--- src/corePkg.sv ---
package corePkg;

	typedef logic [31:0] wordT;

	localparam int imemDepth = 256;
	localparam int dmemDepth = 256;
	localparam int imemAddrBits = 8;
	localparam int dmemAddrBits = 8;

	localparam logic [4:0] raReg = 5'd31; // link register for jal

	// ALU operation codes
	typedef enum logic [3:0]
	{
		aluAnd = 4'b0000,
		aluOr  = 4'b0001,
		aluAdd = 4'b0010,
		aluXor = 4'b0011,
		aluSll = 4'b0100,
		aluSub = 4'b0110,
		aluSlt = 4'b0111,
		aluSrl = 4'b1000,
		aluSra = 4'b1001,
		aluLui = 4'b1010,
		aluNor = 4'b1100
	} aluOpT;

	typedef struct packed
	{
		logic regWrite;
		logic memWrite;
		logic memToReg;   // write back load data
		logic aluSrcImm;  // second operand from the immediate
		logic zeroExtImm;
		logic link;       // jal writes pc plus one to ra
		logic branchEq;
		logic branchNe;
		logic jump;
		logic jumpReg;
		aluOpT aluOp;
	} ctrlT;

	typedef struct packed
	{
		logic strobe;
		logic [imemAddrBits-1:0] addr;
		wordT data;
	} progWriteT;

	typedef struct packed
	{
		logic valid;
		wordT pc;
		logic regWrite;
		logic [4:0] rd;
		wordT regData;
		logic memWrite;
		logic [dmemAddrBits-1:0] memAddr;
		wordT memData;
	} retireT;

endpackage

--- src/isaPkg.sv ---
package isaPkg;

	typedef logic [4:0] regIdxT;

	// primary opcode field, bits 31:26
	typedef enum logic [5:0]
	{
		opRType = 6'd0,
		opJ     = 6'd2,
		opJal   = 6'd3,
		opBeq   = 6'd4,
		opBne   = 6'd5,
		opAddi  = 6'd8,
		opSlti  = 6'd10,
		opAndi  = 6'd12,
		opOri   = 6'd13,
		opXori  = 6'd14,
		opLui   = 6'd15,
		opLw    = 6'd35,
		opSw    = 6'd43
	} opcodeT;

	// funct field of R-type words, bits 5:0
	typedef enum logic [5:0]
	{
		fnSll = 6'd0,
		fnSrl = 6'd2,
		fnSra = 6'd3,
		fnJr  = 6'd8,
		fnAdd = 6'd32,
		fnSub = 6'd34,
		fnAnd = 6'd36,
		fnOr  = 6'd37,
		fnXor = 6'd38,
		fnNor = 6'd39,
		fnSlt = 6'd42
	} functT;

	typedef struct packed
	{
		opcodeT opcode;
		regIdxT rs;
		regIdxT rt;
		regIdxT rd;
		logic [4:0] shamt;
		functT funct;
	} rFormatT;

	typedef struct packed
	{
		opcodeT opcode;
		regIdxT rs;
		regIdxT rt;
		logic [15:0] imm;
	} iFormatT;

	typedef struct packed
	{
		opcodeT opcode;
		logic [25:0] target; // word index of the jump destination
	} jFormatT;

	// one instruction word seen through each format
	typedef union packed
	{
		rFormatT r;
		iFormatT i;
		jFormatT j;
	} instrT;

endpackage
--- src/regFile.sv ---
module regFile
	import isaPkg::*, corePkg::*;
(
	input logic Clock,
	input logic rst,
	input logic writeEn,
	input regIdxT rsIdx,
	input regIdxT rtIdx,
	input regIdxT rdIdx,
	input wordT writeData,
	output wordT rsData,
	output wordT rtData
);

	wordT regs [32];

	always_ff @(posedge Clock)
	begin
		if (rst)
		begin
			for (int i = 0; i < 32; i++)
				regs[i] <= '0;
		end
		else if (writeEn && rdIdx != '0)
			regs[rdIdx] <= writeData; // r0 writes dropped
	end

	// combinational reads straight from storage
	assign rsData = regs[rsIdx];
	assign rtData = regs[rtIdx];

	// r0 must read zero on both ports whatever the core tried to write to it
	zeroRegRs: assert property (@(posedge Clock) disable iff (rst)
		rsIdx == '0 |-> rsData == '0)
		else $error("register 0 reads nonzero on the rs port");

	zeroRegRt: assert property (@(posedge Clock) disable iff (rst)
		rtIdx == '0 |-> rtData == '0)
		else $error("register 0 reads nonzero on the rt port");

endmodule

--- config.mk ---
export PLATFORM = sky130hd
export DESIGN_NAME = regFile
export DESIGN_NICKNAME = d
export VERILOG_FILES = /design/src/corePkg.sv /design/src/isaPkg.sv /design/src/regFile.sv
export SDC_FILE = /design/constraint.sdc
export NUM_CORES = 2
export LEC_CHECK = 0
export BUFFER_PORTS_ARGS = -buffer_cell sky130_fd_sc_hd__buf_2
export CORE_MARGIN = 2
export CORE_UTILIZATION = 57
export DETAILED_ROUTE_END_ITERATION = 7
export MAX_ROUTING_LAYER = met4
export PLACE_DENSITY = 0.73
export SLEW_MARGIN = 10
export SYNTH_ARGS = -nofsm -noshare
export SYNTH_HDL_FRONTEND = slang
export SYNTH_SLANG_ARGS = --single-unit
--- constraint.sdc ---
create_clock -name Clock -period 3.4 [get_ports Clock]
set_clock_uncertainty 0.05 [all_clocks]
set_input_delay 0.17 -clock Clock [delete_from_list [all_inputs] [get_ports Clock]]
set_output_delay 0.17 -clock Clock [all_outputs]
set_load 0.02 [all_outputs]
==> flow_metrics.env <==
export IMPL_outcome="complete, no violations"
export IMPL_routed_wl_um=188000
export IMPL_drtIter0Drc=6350
export IMPL_clock_path_buffers=3
export IMPL_fin_crit_ns=2.66
export IMPL_worstPathCellList="mux2i_1 -> a22o_1 -> nor3_1 -> a31oi_1 -> nand3_1 -> buf_2"
export IMPL_synth_edf_count=1024
export IMPL_synth_top_flop_cell="edfxtp_1"
export IMPL_hold_violations=0
export IMPL_critical_path_arrival_ns=2.44
export IMPL_track_usage_pct=38.1
export IMPL_syn_to_final_growth_pct=10.7
export IMPL_synth_top_area_share_pct=55.0
export IMPL_die_area_um2=101000
export IMPL_wire_per_inst_um=31.5
export IMPL_h_tree_depth=3
export IMPL_grt_max_degree=91
export IMPL_drc=0
export IMPL_p_leak_uw=0.0244
export IMPL_cts_tree="yes"
export IMPL_cts_sinks=1024
export IMPL_setup_viol=0
export IMPL_cap_violations=0
export IMPL_clk_pin_slew_worst_paths_ns=0.06
export IMPL_hold_path_class="in2reg"
export IMPL_drive_gt1_share_pct=11.3
export IMPL_vias=40156
export IMPL_fin_util_pct=63.8
export IMPL_routed_wl_met2_um=83200
export IMPL_yosys_top_cells_count="edfxtp_1 (1,024), mux2i_1 (1,024), and2_1 (994)"
export IMPL_startpoint="regs[2][14]"
export IMPL_rsz0062_at_grt="no"
export IMPL_placed_cells=5757
export IMPL_overflow=0
export IMPL_synth_area_top_cells="edfxtp_1 (55%), mux2i_1 (18%), and2_1 (11%), a22oi_1 (2.6%), a22o_1 (2.0%)"
export IMPL_wl_met3_um=23200
export IMPL_nets=4641
export IMPL_start_util_pct=57.6
export IMPL_met1Wirelength_um=71100
export IMPL_largest_reg_flops=1024
export IMPL_die_height_um=317
export IMPL_start_kind="flip-flop"
export IMPL_cts_buffers=108
export IMPL_top_register="regs"
export IMPL_die_x_um=317
export IMPL_holdWs_ns=0.0441
export IMPL_min_from="writeData[19]"
export IMPL_synthCells=4605
export IMPL_place_congestion=0.866
export IMPL_maxSlewViolCount=0
export IMPL_antenna_found_initial=17
export IMPL_crit_path_end_kind="output port"
export IMPL_synth_seq_cells=1024
export IMPL_finalCritPeriodShare_pct=78.2
export IMPL_fillCellCount=7289
export IMPL_vdd_drop_max_mv=0.433
export IMPL_synth_top_area_cell="edfxtp_1"
export IMPL_core_area_um2=97000
export IMPL_p_per_area_nw_per_um2=495
export IMPL_crit_type="reg2out"
export IMPL_io_buffers=113
export IMPL_cts_root_buf="clkbuf_16"
export IMPL_ant_nets=0
export IMPL_fmax_mhz=376
export IMPL_cp_required_ns=3.18
export IMPL_cpMaxStageDelayCell="nor3_1"
export IMPL_syn_cell_area_um2=55900
export IMPL_async_flop_share_pct=0
export IMPL_max_stage_delay_ns=0.51
export IMPL_top_layer="met4"
export IMPL_drtPass1Iterations=5
export IMPL_rows=114
export IMPL_ys_seq_area_share_pct=55.0
export IMPL_worst_pin_slew_ns=1.03
export IMPL_cts_hold_buf=0
export IMPL_power_uw=30600
export IMPL_cp_max_fo=2
export IMPL_viasPerCell=6.73
export IMPL_max_slew_margin_rel_pct=31.0
export IMPL_yosys_warnings=0
export IMPL_io_pin_count=114
export IMPL_tns_ns=0
export IMPL_synth_avg_cell_area_um2=12.1
export IMPL_cts_resized=0
export IMPL_synth_cell_types=29
export IMPL_postCtsSetupRepairBufs=0
export IMPL_final_cells=5968
export IMPL_grt_pass1_wl_um=266000
export IMPL_dp_hpwl_um=106000
export IMPL_grt_pass1_vias=38721
export IMPL_reg_top3="regs (1024)"
==> per-stage QoR <==
stage	area [um2]	setup slack, ns
2_1_floorplan	56000	1.57
3_3_place_gp	58400	0.877
3_5_place_dp	58400	0.865
4_1_cts	61800	0.797
5_1_grt	61900	0.745
6_report	61900	0.740
==> worst max-delay path: cells and delay by family, from the launching register on <==
family                 cells  cell delay [ns]
DFF                        1             0.35
AOI/OAI and AO/OA          2             0.38
muxes                      1             0.07
and+or+nand+nor            2             0.72
buffers and inverters      1             0.21
==> final timing paths <==
path  cells after the start      endpoint  slack (ns)
min                       2  regs[24][19]        0.04
max                       6    rtData[14]        0.74
==> layout by cell type (no fill, tap or decap), types with 3 or more instances in the layout <==
| master | Yosys | layout |
|---|---|---|
| inv_6 | 0 | 5 |
| a22o_1 | 128 | 128 |
| edfxtp_1 | 1024 | 1024 |
| and2_1 | 994 | 992 |
| a21oi_1 | 192 | 192 |
| diode_2 | 0 | 11 |
| nand2b_2 | 0 | 4 |
| clkinv_2 | 0 | 23 |
| bufinv_16 | 0 | 13 |
| mux2i_1 | 1024 | 1024 |
| conb_1 | 1 | 32 |
| nand3b_1 | 3 | 3 |
| clkbuf_16 | 0 | 108 |
| buf_12 | 0 | 63 |
| clkinv_1 | 0 | 23 |
| clkbuf_1 | 218 | 22 |
| buf_4 | 63 | 115 |
| nand3_1 | 193 | 193 |
| buf_2 | 113 | 111 |
| nand2_1 | 196 | 194 |
| nor3_1 | 64 | 64 |
| a22oi_1 | 192 | 192 |
| clkinvlp_4 | 0 | 5 |
| nor2_4 | 7 | 33 |
| or2_2 | 33 | 33 |
| nor2b_4 | 0 | 4 |
| a31oi_1 | 64 | 64 |
==> per-layer routing <==
metal	up-vias	global-route usage, %
li1	16829	-
met3	556	8.28
met1	19918	50.5
met2	2853	55.6
met4	0	19.4
met5	-	-
==> power breakdown <==
part | internal (uW) | switching [uW] | leakage (uW) | total, uW
logic | 1290 | 2490 | 0.0129 | 3770
registers | 14600 | 380 | 0.00975 | 15000
clock network | 6800 | 5070 | 0.00170 | 11900
total | 22700 | 7940 | 0.0244 | 30600
==> cell families (layout without fill, tap and decap cells) <==
logic type             count (synthesis)  count (layout)  share of synthesized area [%]
AND/OR/NAND/NOR                     1534            1534                           15.7
flip-flops                          1024            1024                           55.0
multiplexers                        1024            1024                           18.3
buffers and inverters                446             491                           3.90
AO/OA/AOI/OAI                        576             576                           7.02
other                                  1              43                        0.00671
==> final cells by class <==
| class | count | area, um2 | area share, % |
|---|---|---|---|
| Timing Repair Buffer | 291 | 2710 | 4.38 |
| Clock buffer | 130 | 2790 | 4.50 |
| Sequential cell | 1024 | 30700 | 49.7 |
| Multi-Input combinational cell | 3166 | 23300 | 37.7 |
| Clock inverter | 70 | 689 | 1.11 |
| Tap cell | 1276 | 1600 | 2.58 |
| Antenna cell | 11 | 27.5 | 0.0445 |
No activity file was read; power rests on OpenSTA's default activity.
