--- src/corePkg.sv ---
package corePkg;

	typedef logic [31:0] wordT;

	localparam int imemDepth = 256;
	localparam int dmemDepth = 256;
	localparam int imemAddrBits = 8;
	localparam int dmemAddrBits = 8;

	localparam logic [4:0] raReg = 5'd31; // link register for jal

	// ALU operation codes
	typedef enum logic [3:0]
	{
		aluAnd = 4'b0000,
		aluOr  = 4'b0001,
		aluAdd = 4'b0010,
		aluXor = 4'b0011,
		aluSll = 4'b0100,
		aluSub = 4'b0110,
		aluSlt = 4'b0111,
		aluSrl = 4'b1000,
		aluSra = 4'b1001,
		aluLui = 4'b1010,
		aluNor = 4'b1100
	} aluOpT;

	typedef struct packed
	{
		logic regWrite;
		logic memWrite;
		logic memToReg;   // write back load data
		logic aluSrcImm;  // second operand from the immediate
		logic zeroExtImm;
		logic link;       // jal writes pc plus one to ra
		logic branchEq;
		logic branchNe;
		logic jump;
		logic jumpReg;
		aluOpT aluOp;
	} ctrlT;

	typedef struct packed
	{
		logic strobe;
		logic [imemAddrBits-1:0] addr;
		wordT data;
	} progWriteT;

	typedef struct packed
	{
		logic valid;
		wordT pc;
		logic regWrite;
		logic [4:0] rd;
		wordT regData;
		logic memWrite;
		logic [dmemAddrBits-1:0] memAddr;
		wordT memData;
	} retireT;

endpackage

--- src/isaPkg.sv ---
package isaPkg;

	typedef logic [4:0] regIdxT;

	// primary opcode field, bits 31:26
	typedef enum logic [5:0]
	{
		opRType = 6'd0,
		opJ     = 6'd2,
		opJal   = 6'd3,
		opBeq   = 6'd4,
		opBne   = 6'd5,
		opAddi  = 6'd8,
		opSlti  = 6'd10,
		opAndi  = 6'd12,
		opOri   = 6'd13,
		opXori  = 6'd14,
		opLui   = 6'd15,
		opLw    = 6'd35,
		opSw    = 6'd43
	} opcodeT;

	// funct field of R-type words, bits 5:0
	typedef enum logic [5:0]
	{
		fnSll = 6'd0,
		fnSrl = 6'd2,
		fnSra = 6'd3,
		fnJr  = 6'd8,
		fnAdd = 6'd32,
		fnSub = 6'd34,
		fnAnd = 6'd36,
		fnOr  = 6'd37,
		fnXor = 6'd38,
		fnNor = 6'd39,
		fnSlt = 6'd42
	} functT;

	typedef struct packed
	{
		opcodeT opcode;
		regIdxT rs;
		regIdxT rt;
		regIdxT rd;
		logic [4:0] shamt;
		functT funct;
	} rFormatT;

	typedef struct packed
	{
		opcodeT opcode;
		regIdxT rs;
		regIdxT rt;
		logic [15:0] imm;
	} iFormatT;

	typedef struct packed
	{
		opcodeT opcode;
		logic [25:0] target; // word index of the jump destination
	} jFormatT;

	// one instruction word seen through each format
	typedef union packed
	{
		rFormatT r;
		iFormatT i;
		jFormatT j;
	} instrT;

endpackage
--- src/decodeUnit.sv ---
module decodeUnit
	import isaPkg::*, corePkg::*;
(
	input instrT instr,
	output ctrlT ctrl,
	output wordT imm
);

	logic knownInstr;

	always_comb
	begin
		ctrl = '0;
		ctrl.aluOp = aluAdd; // address and addi default
		case (instr.r.opcode)
			opRType:
			begin
				ctrl.regWrite = 1'b1;
				case (instr.r.funct)
					fnAdd: ctrl.aluOp = aluAdd;
					fnSub: ctrl.aluOp = aluSub;
					fnAnd: ctrl.aluOp = aluAnd;
					fnOr:  ctrl.aluOp = aluOr;
					fnXor: ctrl.aluOp = aluXor;
					fnNor: ctrl.aluOp = aluNor;
					fnSlt: ctrl.aluOp = aluSlt;
					fnSll: ctrl.aluOp = aluSll;
					fnSrl: ctrl.aluOp = aluSrl;
					fnSra: ctrl.aluOp = aluSra;
					fnJr:
					begin
						ctrl.regWrite = 1'b0;
						ctrl.jumpReg = 1'b1;
					end
					default: ctrl.regWrite = 1'b0; // unknown funct is a no-op
				endcase
			end
			opAddi:
			begin
				ctrl.regWrite = 1'b1;
				ctrl.aluSrcImm = 1'b1;
			end
			opSlti:
			begin
				ctrl.regWrite = 1'b1;
				ctrl.aluSrcImm = 1'b1;
				ctrl.aluOp = aluSlt;
			end
			opAndi, opOri, opXori:
			begin
				ctrl.regWrite = 1'b1;
				ctrl.aluSrcImm = 1'b1;
				ctrl.zeroExtImm = 1'b1; // logical immediates
				if (instr.r.opcode == opAndi)
					ctrl.aluOp = aluAnd;
				else if (instr.r.opcode == opOri)
					ctrl.aluOp = aluOr;
				else
					ctrl.aluOp = aluXor;
			end
			opLui:
			begin
				ctrl.regWrite = 1'b1;
				ctrl.aluSrcImm = 1'b1;
				ctrl.aluOp = aluLui;
			end
			opLw:
			begin
				ctrl.regWrite = 1'b1;
				ctrl.memToReg = 1'b1;
				ctrl.aluSrcImm = 1'b1;
			end
			opSw:
			begin
				ctrl.memWrite = 1'b1;
				ctrl.aluSrcImm = 1'b1;
			end
			opBeq: ctrl.branchEq = 1'b1;
			opBne: ctrl.branchNe = 1'b1;
			opJ:   ctrl.jump = 1'b1;
			opJal:
			begin
				ctrl.jump = 1'b1;
				ctrl.link = 1'b1;
				ctrl.regWrite = 1'b1;
			end
			default: ctrl = '0; // byte/half ops and the rest retire as no-ops
		endcase

		if (ctrl.zeroExtImm)
			imm = {16'h0000, instr.i.imm};
		else
			imm = {{16{instr.i.imm[15]}}, instr.i.imm};
	end

	assign knownInstr = (instr.r.opcode == opRType) ?
		(instr.r.funct inside {fnSll, fnSrl, fnSra, fnJr, fnAdd, fnSub,
			fnAnd, fnOr, fnXor, fnNor, fnSlt}) :
		(instr.r.opcode inside {opJ, opJal, opBeq, opBne, opAddi, opSlti,
			opAndi, opOri, opXori, opLui, opLw, opSw});

	// any word outside the kept subset must leave state and flow untouched
	always_comb
	begin
		if (!knownInstr)
			assert final (!(ctrl.regWrite || ctrl.memWrite || ctrl.branchEq ||
				ctrl.branchNe || ctrl.jump || ctrl.jumpReg))
				else $error("unknown instruction %h enables a write or branch", instr);
	end

endmodule

--- config.mk ---
export PLATFORM = sky130hd
export DESIGN_NAME = decodeUnit
export DESIGN_NICKNAME = d
export VERILOG_FILES = /design/src/corePkg.sv /design/src/isaPkg.sv /design/src/decodeUnit.sv
export SDC_FILE = /design/constraint.sdc
export NUM_CORES = 1
export LEC_CHECK = 0
export BUFFER_PORTS_ARGS = -buffer_cell sky130_fd_sc_hd__buf_2
export CAP_MARGIN = 20
export CORE_MARGIN = 4
export CORE_UTILIZATION = 30
export DETAILED_ROUTE_END_ITERATION = 7
export PLACE_DENSITY = 0.82
export SLEW_MARGIN = 25
export SYNTH_ARGS = -nofsm -noshare
export SYNTH_HDL_FRONTEND = slang
export SYNTH_SLANG_ARGS = --single-unit
--- constraint.sdc ---
create_clock -name vclk -period 2.79
set_input_delay 0.4185 -clock vclk [all_inputs]
set_output_delay 0.4185 -clock vclk [all_outputs]
set_load 0.005 [all_outputs]
==> results of run 1 <==
-- routing by layer --
metal	track usage (%)	part of all wire, %	vias to the layer above	routed length (µm)
met5	0	0	-	0
met4	0.339	0	0	0
met3	1.16	9.5	0	163
met2	13.3	40	33	677
met1	15.2	51	327	866
li1	-	-	374	-
-- final timing paths --
kind	cells after the start	slack (ns)	start	to
worst max-delay path	6	0.46	instr[27]	ctrl[3]
worst min-delay path	0	0.84	instr[10]	imm[10]
-- where the power goes --
part	internal, mW	leakage (nW)	switching, mW
logic	0.0384	0.377	0.0517
clock network	0	0	0
registers	0	0	0
total	0.0384	0.377	0.0517
-- cell type report --
class / count / area share (%)
tap: 28 / 4.90
multi-input combinational: 69 / 58.5
timing repair buffer: 50 / 35.0
inverter: 3 / 1.58
-- per-stage QoR --
| step | worst slack, ns | area (µm²) |
|---|---|---|
| 4_1_cts | 0.456 | 714 |
| 5_1_grt | 0.383 | 714 |
| 3_5_place_dp | 0.461 | 714 |
| 2_1_floorplan | 0.668 | 689 |
| 3_3_place_gp | 0.455 | 714 |
| 6_report | 0.460 | 714 |
-- cells in the final DEF (no fill, tap or decap), drive strengths merged --
master and instances:
buf 50, inv 3, nor4b 1, nand2 9, nor2 10, nand2b 2, or3 1, nor4 2
and3 1, or2 3, a21oi 5, o21ai 7, nand3 6, a2111oi 1, and2 1, a31oi 1
o22a 1, o31ai 1, mux2i 2, o211a 2, nor3 3, or4 1, o22ai 1, a2bb2oi 1
or2b 1, nor2b 3, nor3b 2, a311oi 1
-- kinds of logic (layout without fill, tap and decap cells) --
logic type             after synthesis  count (layout)  share of synthesized area (%)
and+or+nand+nor                     46              46                           34.8
muxes                                2               2                           2.90
buffers and inverters               39              53                           39.4
AOI/OAI and AO/OA                   21              21                           22.9
==> key figures, run 1 <==
Route
  • Routed wire length: 1.71 mm
  • Drt via density: 4.89
  • Initial DRT Pass Iterations: 4
  • DR iter-0 viols: 19
  • # DRC: 0
  • Antenna viol nets, final: 0
  • Vias: 734
  • DR WL/cell: 11.4 µm

Finish
  • Clock Buffer Count: 0
  • Fin nets: 156
  • Flip-flop and latch count: 0
  • P&R area growth vs syn: 3.63%
  • Multi-input gate area: 418 µm²
  • Fill count: 265
  • # diodes: 0
  • Share of cells above drive strength 1: a little under half
  • Non-Filler Instances: 150
  • Register area: 0 µm²
  • Final Util: about a third

Timing
  • Final hold slack: 0.837 ns
  • Slew HR: 56.8%
  • Setup tns final: 0 ns
  • Max Clock Freq: about 0.43 GHz
  • RSZ-0062 raised after global routing: false
  • Min Tclk post-route: 2.33 ns
  • Pins Over Slew Limit: 0
  • Worst Tran Pin Value: 0.647 ns
  • Final hold vios: 0
  • Final setup fails: 0
  • Tcrit/Tclk final: 83.5%

Critical path
  • Startpoint types: input pin
  • CP most frequent cell: buf_2
  • Crit-path slowest cell: or4_4
  • Crit path cell chain: buf_2, or4_4, a2111oi_4, o21ai_2, o22ai_1, buf_2
  • Critical Path AT: between 1.5 and 2 ns
  • CP Capture Type: output pin
  • CP max stage delay: 0.57 ns
  • Crit path kind: in2out
  • Worst Path Required: roughly 2.4 ns
  • CP max FO: 9
  • Crit-path leading delay family: compound AO/OA/AOI/OAI gates
  • Worst Path Buf+Inv: 2

Place
  • Post-Place Cells: 150
  • Routability Congestion: roughly 0.73
  • Port bufs: 50
  • Final HPWL DP: 1.41 mm

Die
  • Placement Rows: 17
  • Ports: just under 80
  • Die Y: 55.9 µm
  • Initial Util: 31.5%
  • Core footprint: 2190 µm²
  • Die width: 55.9 µm
  • Die area: 3130 µm²

Power
  • Power density over the cells: 126 nW/µm²
  • Leakage power: around 0.38 nW
  • Max VDD drop: 44.5 µV
  • Overall Power: 90.1 µW

Clocking
  • Post-CTS Setup Bufs: 0
  • # hold bufs at CTS: 0
  • Post-cts sizing count: 0

Synth
  • Top post-synthesis cells by area: buf_4, nor2_1, nand2_1
  • Mean post-synth cell area: ~6.4 µm²
  • Sequential area share after synthesis: 0%
  • Top cell type's share of synthesized area: 33.8%
  • Biggest area consumer among synthesized cells: buf_4
  • Post-synthesis cell area: 689 µm²
  • Net Count, Synth: 140
  • Most frequent cell after synthesis: buf_4
  • Cells after synthesis: 108
  • Commonest cells post-synth: buf_4, nor2_1, nand2_1
  • YS warnings: 0
  • Unique masters post-synth: 33

Global route
  • First-pass GRT wire length: 2.59 mm
  • Antenna violations before repair: 0
  • Vias in the first global route: approximately 600
  • GRT Overall Usage: 9.32%
  • Largest net degree at the start of global routing: 17
  • Total gr overflow: 0

Run status
  • Status: finished clean

Job
  • Max-cap viol count: 0

Worst hold path
  • Hold Crit Class: in2out
Power figures use the tool's default switching activity.
==> run 2, diff against run 1 <==
--- a/config.mk
+++ b/config.mk
@@ -10,7 +10,7 @@
 export CORE_MARGIN = 4
 export CORE_UTILIZATION = 30
 export DETAILED_ROUTE_END_ITERATION = 7
-export PLACE_DENSITY = 0.82
+export PLACE_DENSITY = 0.85
 export SLEW_MARGIN = 25
 export SYNTH_ARGS = -nofsm -noshare
 export SYNTH_HDL_FRONTEND = slang
==> constraint.sdc (replaced) <==
create_clock -name vclk -period 1.9
set_input_delay 0.285 -clock vclk [all_inputs]
set_output_delay 0.285 -clock vclk [all_outputs]
set_load 0.005 [all_outputs]
==> key figures, run 2 (synthesis gave the netlist of run 1 again) <==
Timing
  • Final setup fails: 0 (unchanged)
  • Final hold vios: 0 (unchanged)
  • Slew HR: 75.1% (+18 points)
  • Min Tclk post-route: 1.86 ns
  • Setup tns final: 0 ns (unchanged)
  • Max Clock Freq: 0.539 GHz
  • Pins Over Slew Limit: 0 (unchanged)
  • Tcrit/Tclk final: a little over nine tenths
  • Worst Tran Pin Value: 0.371 ns (-0.275 ns)
  • Setup WS post-layout: 0.0447 ns (-0.415 ns)
  • RSZ-0062 raised after global routing: true

Global route
  • Antenna violations before repair: 0 (unchanged)
  • Largest net degree at the start of global routing: 17 (unchanged)
  • First-pass GRT wire length: 2.67 mm (+2.9%)
  • Total gr overflow: 0 (unchanged)
  • Vias in the first global route: 588 (unchanged)
  • GRT Overall Usage: 9.80% (+0.48 points)

Critical path
  • Worst Path Required: 1.62 ns (-0.75 ns)
  • Critical Path AT: 1.57 ns (-0.34 ns)
  • Crit path cell chain: buf_6, or4_4, a2111oi_4, o21ai_2, o22ai_1, buf_2
  • CP max FO: 3 (-6)
  • Crit-path slowest cell: or4_4
  • Setup crit start: instr[30]
  • CP Capture Type: output pin
  • Crit path kind: in2out
  • Crit-path leading delay family: simple AND/OR/NAND/NOR gates
  • Startpoint types: input pin
  • Worst Path Buf+Inv: 2 (unchanged)
  • CP max stage delay: 0.55 ns (-0.02 ns)

Finish
  • Post-route cell area: 808 µm² (+13%)
  • Clock Buffer Count: 0 (unchanged)
  • P&R area growth vs syn: 17.2%
  • Most common cell after layout, fill and taps aside: buf_2
  • Commonest cells after routing, fill and taps aside: buf_2, nor2_1, buf_4
  • Flip-flop and latch count: 0 (unchanged)
  • Fin nets: 166 (+6.4%)
  • Register area: 0 µm² (unchanged)
  • Share of cells above drive strength 1: 51.5% (+5.6 points)
  • # diodes: 0 (unchanged)

Die
  • Ports: 78 (unchanged)
  • Die area: 3130 µm² (unchanged)
  • Initial Util: 31.5% (unchanged)
  • Core footprint: 2190 µm² (unchanged)
  • Placement Rows: 17 (unchanged)
  • Die width: 55.9 µm (unchanged)
  • Die Y: 55.9 µm (unchanged)

Power
  • Max VDD drop: 59.1 µV (+33%)
  • Overall Power: 152 µW (+68%)
  • Comb pwr share: 100.0% (about the same)
  • Leakage power: 0.433 nW (+15%)
  • Internal power: 72.7 µW (+89%)
  • Sw power: 78.9 µW (+53%)
  • Power density over the cells: 188 nW/µm² (+49%)
  • Sw Ratio: 52.0% (-5.3 points)
  • Seq pwr share: 0% (unchanged)
  • Clock share of power: 0% (unchanged)

Clocking
  • Post-CTS Setup Bufs: 0 (unchanged)

Route
  • Initial DRT Pass Iterations: 4 (unchanged)
  • Vias: 730 (-0.54%)
  • Routed wire length: 1.78 mm (+4.5%)
  • WL met2: 828 µm (+22%)
  • Met3 wire len: 128 µm (-21%)
  • DR WL/cell: 11.1 µm (-2.1%)
  • # DRC: 0 (unchanged)
  • M1 wire length: 826 µm (-4.6%)
  • Antenna viol nets, final: 0 (unchanged)
  • Drt via density: 4.56 (-6.8%)
  • DR iter-0 viols: 21 (+2)
  • Top sig layer: met3

Place
  • Port bufs: 50 (unchanged)
  • Routability Congestion: 0.854 (+17%)
  • DP Worst Slack: -0.136 ns (-0.598 ns)
  • Post-placement cell area: 790 µm² (+11%)
  • Final HPWL DP: 1.52 mm (+7.9%)

Worst hold path
  • Hold Crit Class: in2out
  • Hold Path Origin: instr[10]

Run status
  • Status: finished clean

Job
  • Max-cap viol count: 0 (unchanged)
-- run 2: routing by layer --
| metal | track usage [%] | vias to the layer above |
|---|---|---|
| met5 | 0 | - |
| met4 | 1.02 | 0 |
| met3 | 1.16 | 0 |
| met2 | 15.2 | 24 |
| met1 | 14.8 | 313 |
| li1 | - | 393 |
-- run 2: final cells by class --
type                       instances  area, µm²
fill                             241       1380
timing repair buffer              60        338
tap                               28       35.0
inverter                           3       11.3
multi-input combinational         69        424
-- run 2: repair_timing --
action / 4_1_cts / 5_1_grt
pin swaps: 4 / 1
endpoints found under the hold margin: 0 / 0
hold buffers: 0 / 0
setup endpoints to repair: 4 / 21
resized for setup: 0 / 4
-- run 2: power by group through the flow --
| stage | registers (mW) | clock network [mW] | logic [mW] |
|---|---|---|---|
| finish | 0 | 0 | 0.152 |
| floorplan | 0 | 0 | 0.121 |
| CTS | 0 | 0 | 0.149 |
| detailed placement | 0 | 0 | 0.149 |
| global placement | 0 | 0 | 0.146 |
| global route | 0 | 0 | 0.169 |
-- run 2: metrics by stage --
stage          std cells  utilization [%]  hold slack (ns)
2_1_floorplan        108                -            0.601
3_3_place_gp         160             36.0            0.570
3_5_place_dp         160             36.0            0.570
4_1_cts              160             36.0            0.570
5_1_grt              160             36.9            0.570
6_report             160             36.9            0.570
-- run 2: final timing paths --
| check | slack (ns) | endpoint | depth (start not counted) |
|---|---|---|---|
| worst max-delay path | 0.04 | ctrl[3] | 6 |
| worst min-delay path | 0.57 | imm[10] | 0 |
==> run 3, diff against run 2 <==
--- a/config.mk
+++ b/config.mk
@@ -5,8 +5,10 @@
 export SDC_FILE = /design/constraint.sdc
 export NUM_CORES = 1
 export LEC_CHECK = 0
+export ABC_AREA = 1
 export BUFFER_PORTS_ARGS = -buffer_cell sky130_fd_sc_hd__buf_2
 export CAP_MARGIN = 20
+export CORE_ASPECT_RATIO = 0.75
 export CORE_MARGIN = 4
 export CORE_UTILIZATION = 30
 export DETAILED_ROUTE_END_ITERATION = 7
==> key figures, run 3 <==
Power
  • Max VDD drop: 54.4 µV (-8.0%)
  • Sw Ratio: 59.8% (+7.8 points)
  • Seq pwr share: 0% (unchanged)
  • Power density over the cells: 172 nW/µm² (-8.1%)
  • Clock share of power: 0% (unchanged)
  • Sw power: 74.5 µW (-5.6%)
  • Internal power: 50.0 µW (-31%)
  • Leakage power: 0.470 nW (+8.5%)
  • Comb pwr share: 100.0% (about the same)

Synth
  • Post-synthesis cell area: 686 µm² (-0.54%)
  • Biggest area consumer among synthesized cells: buf_4
  • Unique masters post-synth: 18 (-45%)
  • Commonest cells post-synth: buf_4, nand2_1, nor2_1
  • Sequential area share after synthesis: 0% (unchanged)
  • Top cell type's share of synthesized area: 33.9% (+0.18 points)
  • Mean post-synth cell area: 5.71 µm² (-10%)
  • Top post-synthesis cells by area: buf_4, nand2_1, nand3_1
  • YS warnings: 0 (unchanged)
  • Most frequent cell after synthesis: buf_4
  • Cells after synthesis: 120 (+11%)
  • Net Count, Synth: 152 (+8.6%)

Finish
  • Register area: 0 µm² (unchanged)
  • Commonest cells after routing, fill and taps aside: buf_2, nand2_1, nor2_1
  • # diodes: 0 (unchanged)
  • Fin nets: 172 (+3.6%)
  • Multi-input gate area: 382 µm² (-10%)
  • Fill count: 238 (-1.2%)
  • Flip-flop and latch count: 0 (unchanged)
  • Most common cell after layout, fill and taps aside: buf_2
  • P&R area growth vs syn: 5.29%
  • Share of cells above drive strength 1: 46.4% (-5.1 points)
  • Clock Buffer Count: 0 (unchanged)

Clocking
  • # hold bufs at CTS: 0 (unchanged)
  • Post-cts sizing count: 0 (unchanged)
  • Post-CTS Setup Bufs: 0 (unchanged)

Route
  • Vias: 736 (+0.82%)
  • Initial DRT Pass Iterations: 4 (unchanged)
  • Drt via density: 4.54 (-0.42%)
  • Antenna viol nets, final: 0 (unchanged)
  • DR WL/cell: 9.94 µm (-11%)
  • DR iter-0 viols: 20 (-4.8%)
  • # DRC: 0 (unchanged)
  • Routed wire length: 1.61 mm (-9.6%)

Worst hold path
  • Hold Crit Class: in2out
  • Hold Path Cell Cnt: 0 (unchanged)

Critical path
  • Startpoint types: input pin
  • CP max FO: 16 (+13)
  • Crit path kind: in2out
  • Critical Path AT: 1.24 ns (-0.33 ns)
  • Worst Path Required: 1.62 ns (about the same)
  • CP Capture Type: output pin

Global route
  • GRT Overall Usage: 9.92% (+0.12 points)
  • Antenna violations before repair: 0 (unchanged)
  • Total gr overflow: 0 (unchanged)
  • First-pass GRT wire length: 2.75 mm (+2.8%)
  • Vias in the first global route: 606 (+3.1%)
  • Largest net degree at the start of global routing: 17 (unchanged)

Place
  • DP Worst Slack: 0.345 ns (+0.481 ns)
  • Port bufs: 50 (unchanged)
  • Routability Congestion: 0.844 (-1.1%)
  • Final HPWL DP: 1.40 mm (-7.7%)

Run status
  • Status: finished clean

Timing
  • Worst Tran Pin Value: 0.288 ns (-0.0829 ns)
  • RSZ-0062 raised after global routing: false
  • Setup tns final: 0 ns (unchanged)
  • Final setup fails: 0 (unchanged)
  • Setup WS post-layout: 0.379 ns (+0.334 ns)
  • Pins Over Slew Limit: 0 (unchanged)
  • Min Tclk post-route: 1.52 ns (-0.334 ns)
  • Slew HR: 80.8% (+5.6 points)
  • Max Clock Freq: 0.657 GHz (+22%)
  • Final hold vios: 0 (unchanged)
  • Tcrit/Tclk final: 80.1% (-18 points)

Die
  • Die width: 63.2 µm (+13%)
  • Initial Util: 32.9% (+1.4 points)
  • Placement Rows: 14 (-3)
  • Ports: 78 (unchanged)
  • Die Y: 49.4 µm (-12%)
  • Die area: 3120 µm² (-0.21%)
  • Core footprint: 2080 µm² (-4.9%)

Job
  • Max-cap viol count: 0 (unchanged)
[run 3: cell types whose count changed after synthesis, sizes merged, moves of 3 or more]
cell	previous run	this run
nand3	6	15
clkbuf	3	0
nand2	9	18
inv	3	16
a21oi	5	0
or2	3	0
nand4	0	7
nor2	10	21
o21ai	7	4
nor2b	3	0
[run 3: stage by stage]
stage	utilization [%]	std cells	area [µm²]	power (mW)	hold WS, ns
2_1_floorplan	-	120	686	0.113	0.651
3_3_place_gp	34.6	162	722	0.123	0.570
3_5_place_dp	34.6	162	722	0.125	0.570
4_1_cts	34.6	162	722	0.126	0.570
5_1_grt	34.6	162	722	0.141	0.570
6_report	34.6	162	722	0.124	0.570
[run 3: layout make-up]
class / count / share of cell area (%)
timing repair buffer: 50 / 34.7
tap: 24 / 4.16
inverter: 16 / 8.32
multi-input combinational: 72 / 52.9
[run 3: worst max-delay path, stage by stage]
cell and delay [ns]:
buf_2 0.12, nor2_4 0.22, nand4_1 0.20, nand2_1 0.10, inv_1 0.14, buf_2 0.17
[run 3: final timing paths]
path | startpoint | endpoint | slack, ns
hold / removal | instr[6] | imm[6] | 0.57
setup / recovery | instr[31] | imm[30] | 0.38
[run 3: cell families after synthesis]
family,synth area share [%]
simple gates,48.9
buf+inv,44.3
compound gates,6.75
[run 3: power by group through the flow]
stage	clock network (mW)	registers (mW)	logic, mW
detailed placement	0	0	0.125
finish	0	0	0.124
CTS	0	0	0.126
global placement	0	0	0.123
floorplan	0	0	0.113
global route	0	0	0.141
[run 3: routing by layer]
metal  up-vias  share of wire [%]  GRT usage [%]  routed length [µm]
met5         -                  0              0                   0
met4         0                  0          0.358                   0
met3         0                9.1           2.53                 147
met2        31                 44           15.6                 711
met1       313                 47           14.3                 752
li1        392                  -              -                   -
